File: config.mk
export PLATFORM = sky130hd
export DESIGN_NAME = rv_decode
export DESIGN_NICKNAME = d
export VERILOG_FILES = /design/src/hdl/rv_decode_pkg.sv /design/src/hdl/rv_instr_latch.sv /design/src/hdl/rv_instr_classify.sv /design/src/hdl/rv_imm_gen.sv /design/src/hdl/rv_ctrl_gen.sv /design/src/hdl/rv_decode.sv
export SDC_FILE = /design/constraint.sdc
export NUM_CORES = 1
export LEC_CHECK = 0
export BUFFER_PORTS_ARGS = -buffer_cell sky130_fd_sc_hd__clkbuf_2
export CELL_PAD_IN_SITES_DETAIL_PLACEMENT = 1
export CELL_PAD_IN_SITES_GLOBAL_PLACEMENT = 1
export CORE_MARGIN = 3
export CORE_UTILIZATION = 34
export DETAILED_ROUTE_END_ITERATION = 8
export PLACE_DENSITY_LB_ADDON = 0.1
export SYNTH_ARGS = -nofsm -noshare
export SYNTH_HDL_FRONTEND = slang
export SYNTH_HIERARCHICAL = 1
export SYNTH_SLANG_ARGS = --single-unit
File: constraint.sdc
create_clock -name i_clk -period 3 [get_ports i_clk]
set_input_delay 0.15 -clock i_clk [delete_from_list [all_inputs] [get_ports i_clk]]
set_output_delay 0.15 -clock i_clk [all_outputs]
set_load 0.02 [all_outputs]
File: src/hdl/rv_decode_pkg.sv
package rv_decode_pkg;

    typedef logic [31:0] word_t;
    typedef logic [31:2] pc_t;
    typedef logic [4:0]  reg_idx_t;
    typedef logic [2:0]  funct3_t;

    // major opcodes, bits 6..2
    localparam logic [4:0] OPC_LOAD     = 5'b00000;
    localparam logic [4:0] OPC_MISC_MEM = 5'b00011;
    localparam logic [4:0] OPC_OP_IMM   = 5'b00100;
    localparam logic [4:0] OPC_AUIPC    = 5'b00101;
    localparam logic [4:0] OPC_STORE    = 5'b01000;
    localparam logic [4:0] OPC_OP       = 5'b01100;
    localparam logic [4:0] OPC_LUI      = 5'b01101;
    localparam logic [4:0] OPC_BRANCH   = 5'b11000;
    localparam logic [4:0] OPC_JALR     = 5'b11001;
    localparam logic [4:0] OPC_JAL      = 5'b11011;

    // 32-bit encodings only
    localparam logic [1:0] OPC_FULL = 2'b11;

    localparam logic [6:0] F7_BASE = 7'b0000000;
    localparam logic [6:0] F7_ALT  = 7'b0100000;

    typedef enum logic [5:0] {
        OP_NONE,
        OP_LB, OP_LH, OP_LW, OP_LBU, OP_LHU,
        OP_SB, OP_SH, OP_SW,
        OP_ADDI, OP_SLTI, OP_SLTIU, OP_XORI, OP_ORI, OP_ANDI,
        OP_SLLI, OP_SRLI, OP_SRAI,
        OP_ADD, OP_SUB, OP_SLL, OP_SLT, OP_SLTU,
        OP_XOR, OP_SRL, OP_SRA, OP_OR, OP_AND,
        OP_LUI, OP_AUIPC,
        OP_BEQ, OP_BNE, OP_BLT, OP_BGE, OP_BLTU, OP_BGEU,
        OP_JAL, OP_JALR,
        OP_FENCE, OP_FENCE_I,
        OP_INVALID
    } rv_op_e;

    typedef enum logic [3:0] {
        ALU_ADD, ALU_SUB, ALU_XOR, ALU_OR, ALU_AND,
        ALU_SLL, ALU_SRL, ALU_SRA,
        ALU_EQ, ALU_NE, ALU_LT, ALU_GE, ALU_LTU, ALU_GEU
    } alu_op_e;

    typedef enum logic [1:0] {
        RES_ALU,
        RES_MEM,
        RES_PC_P4
    } res_src_e;

    typedef enum logic {
        OP1_REG,
        OP1_PC
    } op1_sel_e;

    typedef enum logic {
        OP2_REG,
        OP2_IMM
    } op2_sel_e;

    typedef struct packed {
        reg_idx_t rd;
        reg_idx_t rs1;
        reg_idx_t rs2;
        funct3_t  funct3;
        word_t    raw;
    } instr_fields_t;

    typedef struct packed {
        alu_op_e  alu_op;
        op1_sel_e op1_sel;
        op2_sel_e op2_sel;
        res_src_e res_src;
        logic     reg_write;
        logic     mem_read;
        logic     mem_write;
        logic     jump;
        logic     branch;
        logic     pc_sel;
        funct3_t  funct3;
    } decode_ctrl_t;

endpackage

File: src/hdl/rv_instr_latch.sv
`timescale 1ns/1ps

module rv_instr_latch
(
    input  logic                 i_clk,
    input  logic                 i_reset,
    input  logic                 i_stall,
    input  logic                 i_flush,
    input  rv_decode_pkg::word_t i_instr,
    input  rv_decode_pkg::pc_t   i_pc,
    output rv_decode_pkg::word_t o_instr,
    output rv_decode_pkg::pc_t   o_pc
);

    rv_decode_pkg::word_t instr_q;
    rv_decode_pkg::pc_t   pc_q;

    // flush wins over stall, zero word decodes as a bubble
    always_ff @(posedge i_clk)
    begin
        if (i_reset || i_flush)
        begin
            instr_q <= '0;
            pc_q    <= '0;
        end
        else if (!i_stall)
        begin
            instr_q <= i_instr;
            pc_q    <= i_pc;
        end
    end

    assign o_instr = instr_q;
    assign o_pc    = pc_q;

    // a flushed slot never carries an instruction into decode
    assert property (@(posedge i_clk) i_flush |=> (o_instr == '0))
        else $error("rv_instr_latch: word not cleared after flush");

endmodule

File: src/hdl/rv_instr_classify.sv
`timescale 1ns/1ps

module rv_instr_classify
(
    input  rv_decode_pkg::word_t         i_instr,
    output rv_decode_pkg::rv_op_e        o_op,
    output rv_decode_pkg::instr_fields_t o_fields
);

    logic [4:0]             opcode;
    rv_decode_pkg::funct3_t funct3;
    logic [6:0]             funct7;

    assign opcode = i_instr[6:2];
    assign funct3 = i_instr[14:12];
    assign funct7 = i_instr[31:25];

    always_comb
    begin
        o_op = rv_decode_pkg::OP_INVALID;
        if (i_instr == '0)
            o_op = rv_decode_pkg::OP_NONE;
        else if (i_instr[1:0] == rv_decode_pkg::OPC_FULL)
        begin
            case (opcode)
                rv_decode_pkg::OPC_LOAD:
                    case (funct3)
                        3'b000: o_op = rv_decode_pkg::OP_LB;
                        3'b001: o_op = rv_decode_pkg::OP_LH;
                        3'b010: o_op = rv_decode_pkg::OP_LW;
                        3'b100: o_op = rv_decode_pkg::OP_LBU;
                        3'b101: o_op = rv_decode_pkg::OP_LHU;
                        default: o_op = rv_decode_pkg::OP_INVALID;
                    endcase
                rv_decode_pkg::OPC_STORE:
                    case (funct3)
                        3'b000: o_op = rv_decode_pkg::OP_SB;
                        3'b001: o_op = rv_decode_pkg::OP_SH;
                        3'b010: o_op = rv_decode_pkg::OP_SW;
                        default: o_op = rv_decode_pkg::OP_INVALID;
                    endcase
                rv_decode_pkg::OPC_OP_IMM:
                    case (funct3)
                        3'b000: o_op = rv_decode_pkg::OP_ADDI;
                        3'b001: o_op = rv_decode_pkg::OP_SLLI;
                        3'b010: o_op = rv_decode_pkg::OP_SLTI;
                        3'b011: o_op = rv_decode_pkg::OP_SLTIU;
                        3'b100: o_op = rv_decode_pkg::OP_XORI;
                        3'b110: o_op = rv_decode_pkg::OP_ORI;
                        3'b111: o_op = rv_decode_pkg::OP_ANDI;
                        default:
                        begin
                            // shift right, funct7 picks logical or arithmetic
                            if (funct7 == rv_decode_pkg::F7_BASE)
                                o_op = rv_decode_pkg::OP_SRLI;
                            else if (funct7 == rv_decode_pkg::F7_ALT)
                                o_op = rv_decode_pkg::OP_SRAI;
                        end
                    endcase
                rv_decode_pkg::OPC_OP:
                    if (funct7 == rv_decode_pkg::F7_BASE)
                    begin
                        case (funct3)
                            3'b000: o_op = rv_decode_pkg::OP_ADD;
                            3'b001: o_op = rv_decode_pkg::OP_SLL;
                            3'b010: o_op = rv_decode_pkg::OP_SLT;
                            3'b011: o_op = rv_decode_pkg::OP_SLTU;
                            3'b100: o_op = rv_decode_pkg::OP_XOR;
                            3'b101: o_op = rv_decode_pkg::OP_SRL;
                            3'b110: o_op = rv_decode_pkg::OP_OR;
                            default: o_op = rv_decode_pkg::OP_AND;
                        endcase
                    end
                    else if (funct7 == rv_decode_pkg::F7_ALT)
                    begin
                        if (funct3 == 3'b000)
                            o_op = rv_decode_pkg::OP_SUB;
                        else if (funct3 == 3'b101)
                            o_op = rv_decode_pkg::OP_SRA;
                    end
                rv_decode_pkg::OPC_BRANCH:
                    case (funct3)
                        3'b000: o_op = rv_decode_pkg::OP_BEQ;
                        3'b001: o_op = rv_decode_pkg::OP_BNE;
                        3'b100: o_op = rv_decode_pkg::OP_BLT;
                        3'b101: o_op = rv_decode_pkg::OP_BGE;
                        3'b110: o_op = rv_decode_pkg::OP_BLTU;
                        3'b111: o_op = rv_decode_pkg::OP_BGEU;
                        default: o_op = rv_decode_pkg::OP_INVALID;
                    endcase
                rv_decode_pkg::OPC_MISC_MEM:
                    if (funct3 == 3'b000)
                        o_op = rv_decode_pkg::OP_FENCE;
                    else if (funct3 == 3'b001)
                        o_op = rv_decode_pkg::OP_FENCE_I;
                rv_decode_pkg::OPC_JALR:
                    if (funct3 == 3'b000)
                        o_op = rv_decode_pkg::OP_JALR;
                rv_decode_pkg::OPC_LUI:   o_op = rv_decode_pkg::OP_LUI;
                rv_decode_pkg::OPC_AUIPC: o_op = rv_decode_pkg::OP_AUIPC;
                rv_decode_pkg::OPC_JAL:   o_op = rv_decode_pkg::OP_JAL;
                default:                  o_op = rv_decode_pkg::OP_INVALID;
            endcase
        end
    end

    // lui reads no register
    always_comb
    begin
        o_fields.rd     = i_instr[11:7];
        o_fields.rs1    = (o_op == rv_decode_pkg::OP_LUI) ? '0 : i_instr[19:15];
        o_fields.rs2    = i_instr[24:20];
        o_fields.funct3 = funct3;
        o_fields.raw    = i_instr;
    end

endmodule

File: src/hdl/rv_imm_gen.sv
`timescale 1ns/1ps

module rv_imm_gen
(
    input  rv_decode_pkg::rv_op_e i_op,
    input  rv_decode_pkg::word_t  i_instr,
    output rv_decode_pkg::word_t  o_imm
);

    always_comb
    begin
        case (i_op)
            // j-type
            rv_decode_pkg::OP_JAL:
                o_imm = {{12{i_instr[31]}}, i_instr[19:12], i_instr[20],
                         i_instr[30:21], 1'b0};
            // u-type
            rv_decode_pkg::OP_LUI, rv_decode_pkg::OP_AUIPC:
                o_imm = {i_instr[31:12], 12'b0};
            // i-type
            rv_decode_pkg::OP_JALR,
            rv_decode_pkg::OP_LB, rv_decode_pkg::OP_LH, rv_decode_pkg::OP_LW,
            rv_decode_pkg::OP_LBU, rv_decode_pkg::OP_LHU,
            rv_decode_pkg::OP_ADDI, rv_decode_pkg::OP_SLTI, rv_decode_pkg::OP_SLTIU,
            rv_decode_pkg::OP_XORI, rv_decode_pkg::OP_ORI, rv_decode_pkg::OP_ANDI,
            rv_decode_pkg::OP_SLLI, rv_decode_pkg::OP_SRLI, rv_decode_pkg::OP_SRAI:
                o_imm = {{21{i_instr[31]}}, i_instr[30:20]};
            // b-type
            rv_decode_pkg::OP_BEQ, rv_decode_pkg::OP_BNE, rv_decode_pkg::OP_BLT,
            rv_decode_pkg::OP_BGE, rv_decode_pkg::OP_BLTU, rv_decode_pkg::OP_BGEU:
                o_imm = {{20{i_instr[31]}}, i_instr[7], i_instr[30:25],
                         i_instr[11:8], 1'b0};
            // s-type
            rv_decode_pkg::OP_SB, rv_decode_pkg::OP_SH, rv_decode_pkg::OP_SW:
                o_imm = {{21{i_instr[31]}}, i_instr[30:25], i_instr[11:7]};
            default:
                o_imm = '0;
        endcase
    end

endmodule

File: src/hdl/rv_ctrl_gen.sv
`timescale 1ns/1ps

module rv_ctrl_gen
(
    input  rv_decode_pkg::rv_op_e        i_op,
    input  rv_decode_pkg::funct3_t       i_funct3,
    output rv_decode_pkg::decode_ctrl_t  o_ctrl,
    output logic                         o_inv_instr
);

    logic                   is_load;
    logic                   is_store;
    logic                   is_alu_imm;
    logic                   is_alu_reg;
    logic                   is_branch;
    logic                   is_jal;
    logic                   is_jalr;
    logic                   is_upper;
    rv_decode_pkg::alu_op_e alu_op;

    // instruction groups
    assign is_load    = i_op inside {rv_decode_pkg::OP_LB, rv_decode_pkg::OP_LH,
                                     rv_decode_pkg::OP_LW, rv_decode_pkg::OP_LBU,
                                     rv_decode_pkg::OP_LHU};
    assign is_store   = i_op inside {rv_decode_pkg::OP_SB, rv_decode_pkg::OP_SH,
                                     rv_decode_pkg::OP_SW};
    assign is_alu_imm = i_op inside {[rv_decode_pkg::OP_ADDI : rv_decode_pkg::OP_SRAI]};
    assign is_alu_reg = i_op inside {[rv_decode_pkg::OP_ADD : rv_decode_pkg::OP_AND]};
    assign is_branch  = i_op inside {[rv_decode_pkg::OP_BEQ : rv_decode_pkg::OP_BGEU]};
    assign is_jal     = (i_op == rv_decode_pkg::OP_JAL);
    assign is_jalr    = (i_op == rv_decode_pkg::OP_JALR);
    assign is_upper   = i_op inside {rv_decode_pkg::OP_LUI, rv_decode_pkg::OP_AUIPC};

    always_comb
    begin
        case (i_op)
            rv_decode_pkg::OP_BEQ:  alu_op = rv_decode_pkg::ALU_EQ;
            rv_decode_pkg::OP_BNE:  alu_op = rv_decode_pkg::ALU_NE;
            rv_decode_pkg::OP_BGE:  alu_op = rv_decode_pkg::ALU_GE;
            rv_decode_pkg::OP_BGEU: alu_op = rv_decode_pkg::ALU_GEU;
            rv_decode_pkg::OP_BLT, rv_decode_pkg::OP_SLT, rv_decode_pkg::OP_SLTI:
                alu_op = rv_decode_pkg::ALU_LT;
            rv_decode_pkg::OP_BLTU, rv_decode_pkg::OP_SLTU, rv_decode_pkg::OP_SLTIU:
                alu_op = rv_decode_pkg::ALU_LTU;
            rv_decode_pkg::OP_SUB:  alu_op = rv_decode_pkg::ALU_SUB;
            rv_decode_pkg::OP_XOR, rv_decode_pkg::OP_XORI:
                alu_op = rv_decode_pkg::ALU_XOR;
            rv_decode_pkg::OP_OR, rv_decode_pkg::OP_ORI:
                alu_op = rv_decode_pkg::ALU_OR;
            rv_decode_pkg::OP_AND, rv_decode_pkg::OP_ANDI:
                alu_op = rv_decode_pkg::ALU_AND;
            rv_decode_pkg::OP_SLL, rv_decode_pkg::OP_SLLI:
                alu_op = rv_decode_pkg::ALU_SLL;
            rv_decode_pkg::OP_SRL, rv_decode_pkg::OP_SRLI:
                alu_op = rv_decode_pkg::ALU_SRL;
            rv_decode_pkg::OP_SRA, rv_decode_pkg::OP_SRAI:
                alu_op = rv_decode_pkg::ALU_SRA;
            // address and upper-immediate math
            default:
                alu_op = rv_decode_pkg::ALU_ADD;
        endcase
    end

    always_comb
    begin
        o_ctrl.alu_op  = alu_op;
        o_ctrl.op1_sel = (i_op == rv_decode_pkg::OP_AUIPC || is_jal) ?
                         rv_decode_pkg::OP1_PC : rv_decode_pkg::OP1_REG;
        o_ctrl.op2_sel = (is_upper || is_jal || is_jalr || is_alu_imm || is_load || is_store) ?
                         rv_decode_pkg::OP2_IMM : rv_decode_pkg::OP2_REG;
        if (is_load)
            o_ctrl.res_src = rv_decode_pkg::RES_MEM;
        else if (is_jal || is_jalr)
            o_ctrl.res_src = rv_decode_pkg::RES_PC_P4;
        else
            o_ctrl.res_src = rv_decode_pkg::RES_ALU;
        o_ctrl.reg_write = is_load || is_alu_imm || is_alu_reg || is_upper || is_jal || is_jalr;
        o_ctrl.mem_read  = is_load;
        o_ctrl.mem_write = is_store;
        o_ctrl.jump      = is_jal || is_jalr;
        o_ctrl.branch    = is_branch;
        o_ctrl.pc_sel    = is_jalr;
        o_ctrl.funct3    = i_funct3;
    end

    assign o_inv_instr = (i_op == rv_decode_pkg::OP_INVALID);

    // sampled on every op change
    assert property (@(i_op) !(o_ctrl.mem_read && o_ctrl.mem_write))
        else $error("rv_ctrl_gen: mem_read and mem_write both high");

endmodule

File: src/hdl/rv_decode.sv
`timescale 1ns/1ps

module rv_decode
(
    input  logic                        i_clk,
    input  logic                        i_reset,
    input  logic                        i_stall,
    input  logic                        i_flush,
    input  rv_decode_pkg::word_t        i_instr,
    input  rv_decode_pkg::pc_t          i_pc,
    output rv_decode_pkg::reg_idx_t     o_rs1,
    output rv_decode_pkg::reg_idx_t     o_rs2,
    output rv_decode_pkg::reg_idx_t     o_rd,
    output rv_decode_pkg::pc_t          o_pc,
    output rv_decode_pkg::word_t        o_imm,
    output rv_decode_pkg::decode_ctrl_t o_ctrl,
    output logic                        o_inv_instr
);

    rv_decode_pkg::word_t         instr;
    rv_decode_pkg::rv_op_e        op;
    rv_decode_pkg::instr_fields_t fields;

    rv_instr_latch rv_instr_latch_inst (
        .i_clk   (i_clk),
        .i_reset (i_reset),
        .i_stall (i_stall),
        .i_flush (i_flush),
        .i_instr (i_instr),
        .i_pc    (i_pc),
        .o_instr (instr),
        .o_pc    (o_pc)
    );

    rv_instr_classify rv_instr_classify_inst (
        .i_instr  (instr),
        .o_op     (op),
        .o_fields (fields)
    );

    rv_imm_gen rv_imm_gen_inst (
        .i_op    (op),
        .i_instr (fields.raw),
        .o_imm   (o_imm)
    );

    rv_ctrl_gen rv_ctrl_gen_inst (
        .i_op        (op),
        .i_funct3    (fields.funct3),
        .o_ctrl      (o_ctrl),
        .o_inv_instr (o_inv_instr)
    );

    assign o_rs1 = fields.rs1;
    assign o_rs2 = fields.rs2;
    assign o_rd  = fields.rd;

endmodule

==> results.md <==
* Status: finished with violations
* Violated checks: setup timing
* CP required at 2.85 ns
* Relative slew slack at 0.305
* H-tree levels at 3
* Rows at 43
* Port bufs at between 150 and 200
* DRT Wirelength at about 20,000 um
* All-Layer GR Usage at 0.238
* Largest net degree at the start of global routing at 63
* GP Congestion at between 0.9 and 1
* Initial Utilization at 0.349
* CP Max Fanout at 4
* Vias in the first global route at about 5,600
* Minimum clock period at between 3 and 4 ns
* Post-synthesis cell area at about 4900 sq um
* Sum Neg Setup Slack at -18.08 ns
* MaxCap Viol Count at 0
* Die Y at ~130 um
* Most frequent cells in the layout: buf_4 (140), clkbuf_2 (110), nor2_1 (79)
* Tightest Pin Transition at around 1.0 ns
* YS warnings at 6
* Util after Layout at 0.568
* Placement Setup Slack at -0.202 ns
* Peak Freq at between 0.2 and 0.3 GHz
* PD cells at approximately 330 nW/um^2
* Die Wd at approximately 130 um
* Initial DRC count at between 200 and 250
* Syn_area_per_cell at 8.72 sq um
* CP Capture Type: primary output
* Fin cells at ~1,000
* Placed Instance Area at 6230 sq um
* Final Cell Area at between 7000 and 8000 sq um
* Cells after DPL at between 900 and 1,000
* Clk buf depth at 2
* Worst vdd ir at 0.000243 V
* HPWL after detailed placement at roughly 13,000 um
* Initial antenna violation count at 0
* Setup crit start kind: flip-flop
* Hold Vio Cnt, Final at 0
* Hold_buf cts at 0
* Layout cells sized above 1 at 0.577
* Fin crit share at 1.18
* RSZ-0062 raised after global routing: true
* Vias at between 5,000 and 6,000
* Syn Inst Count at 560
* Num CTS Buffers at 9
* Area Overhead vs Synth at 62.5%
* Clock tree sinks at 62
* GRT Residual Overflow at 0
* Worst clock skew at 0 ns
* Clock root cell: clkbuf_16
* DRC errors left at 0
* Commonest non-fill, non-tap cell in the layout: buf_4
* Final Setup Violations at between 50 and 60
* Diode count at 0
* Worst EP arrival at 3.38 ns
* Hold/Removal Path Class: input port to flip-flop
* DRT antenna net count at 0
* Leakage power at between 3 and 4 nW
* Final nets at around 890
* CTS tree: built
* Worst setup path class: flip-flop to primary output
* DR pass1 iterations at 4
* Number of I/O pins at 161
* Wire length per cell at between 15 and 20 um
* PnR worst setup slack at -0.531 ns
* Drt via density at 5.23
* Slew Limit Fails at 0
* First-pass GRT wire length at slightly above 30,000 um
* Clk_lat worst skew at 0.32 ns
* Area of the core at 14,000 sq um
* Die area at 15,800 sq um
* CTS clk-pin slew, worst paths at about 0.060 ns
* Syn nets at ~640
[routing by layer]
metal | GRT usage | up-vias | share of wire
met5 | 0 | - | 0
met4 | 0.0612 | 0 | 0.022
met3 | 0.0411 | 29 | 0.042
met2 | 0.425 | 150 | 0.51
met1 | 0.296 | 2568 | 0.42
li1 | - | 2459 | -
[registers in the layout (all words and copies together) (netlist names)]
| name | flops |
|---|---|
| rv_instr_latch_inst/o_instr | 32 |
| rv_instr_latch_inst/o_pc | 30 |
[timing repair]
| item | in CTS | in global routing |
|---|---|---|
| pin swaps | 34 | 31 |
| gates cloned | 4 | 0 |
| resized for setup | 169 | 103 |
| setup buffers | 26 | 18 |
| setup endpoints to repair | 52 | 52 |
| hold endpoints to repair | 0 | 0 |
[final cells by class]
cell class,count,area (sq um)
fillers,1612,6050
multi-input cells,392,3480
inverters,23,98.8
clock buffers,11,253
well taps,180,225
flip-flops and latches,62,1260
repair buffers,324,2560
clock inverters,4,55.1
[path summary, 6_finish.rpt]
| check | from | endpoint | slack [ns] | cells past startpoint |
|---|---|---|---|---|
| worst min-delay path | i_instr[26] | rv_instr_latch_inst/o_instr[26]$_SDFFE_PP0N_ | 0.05 | 3 |
| worst min register to register | rv_instr_latch_inst/o_pc[29]$_SDFFE_PP0N_ | rv_instr_latch_inst/o_pc[29]$_SDFFE_PP0N_ | 0.49 | 2 |
| worst max-delay path | rv_instr_latch_inst/o_instr[2]$_SDFFE_PP0N_ | o_ctrl[8] | -0.53 | 12 |
| worst max register to register | rv_instr_latch_inst/o_instr[12]$_SDFFE_PP0N_ | rv_instr_latch_inst/o_instr[12]$_SDFFE_PP0N_ | 2.12 | 3 |
[power by group]
| group | switching, mW | total [mW] | internal, mW |
|---|---|---|---|
| clock | 0.384 | 1.07 | 0.688 |
| sequential | 0.0269 | 0.876 | 0.850 |
| combinational | 0.359 | 0.678 | 0.319 |
[worst max-delay path, stage by stage (launching register included)]
cell and delay, ns:
dfxtp_4 0.34, or4_4 0.56, a211o_1 0.33, a221oi_2 0.22
or4_4 0.16, and2_4 0.16, clkinvlp_4 0.14, ha_4 0.21
nor2_4 0.15, nand4b_1 0.16, o211ai_2 0.12, a311o_1 0.34
buf_6 0.14
[stage by stage]
stage | hold WS, ns | power (mW)
final | 0.0515 | 2.63
after global routing | 0.0463 | 2.75
after CTS | 0.0394 | 2.60
after detailed placement | 0.388 | 1.44
after global placement | 0.379 | 1.43
after floorplan | 0.294 | 1.25
Note: power is estimated with default switching activity, not from simulation.
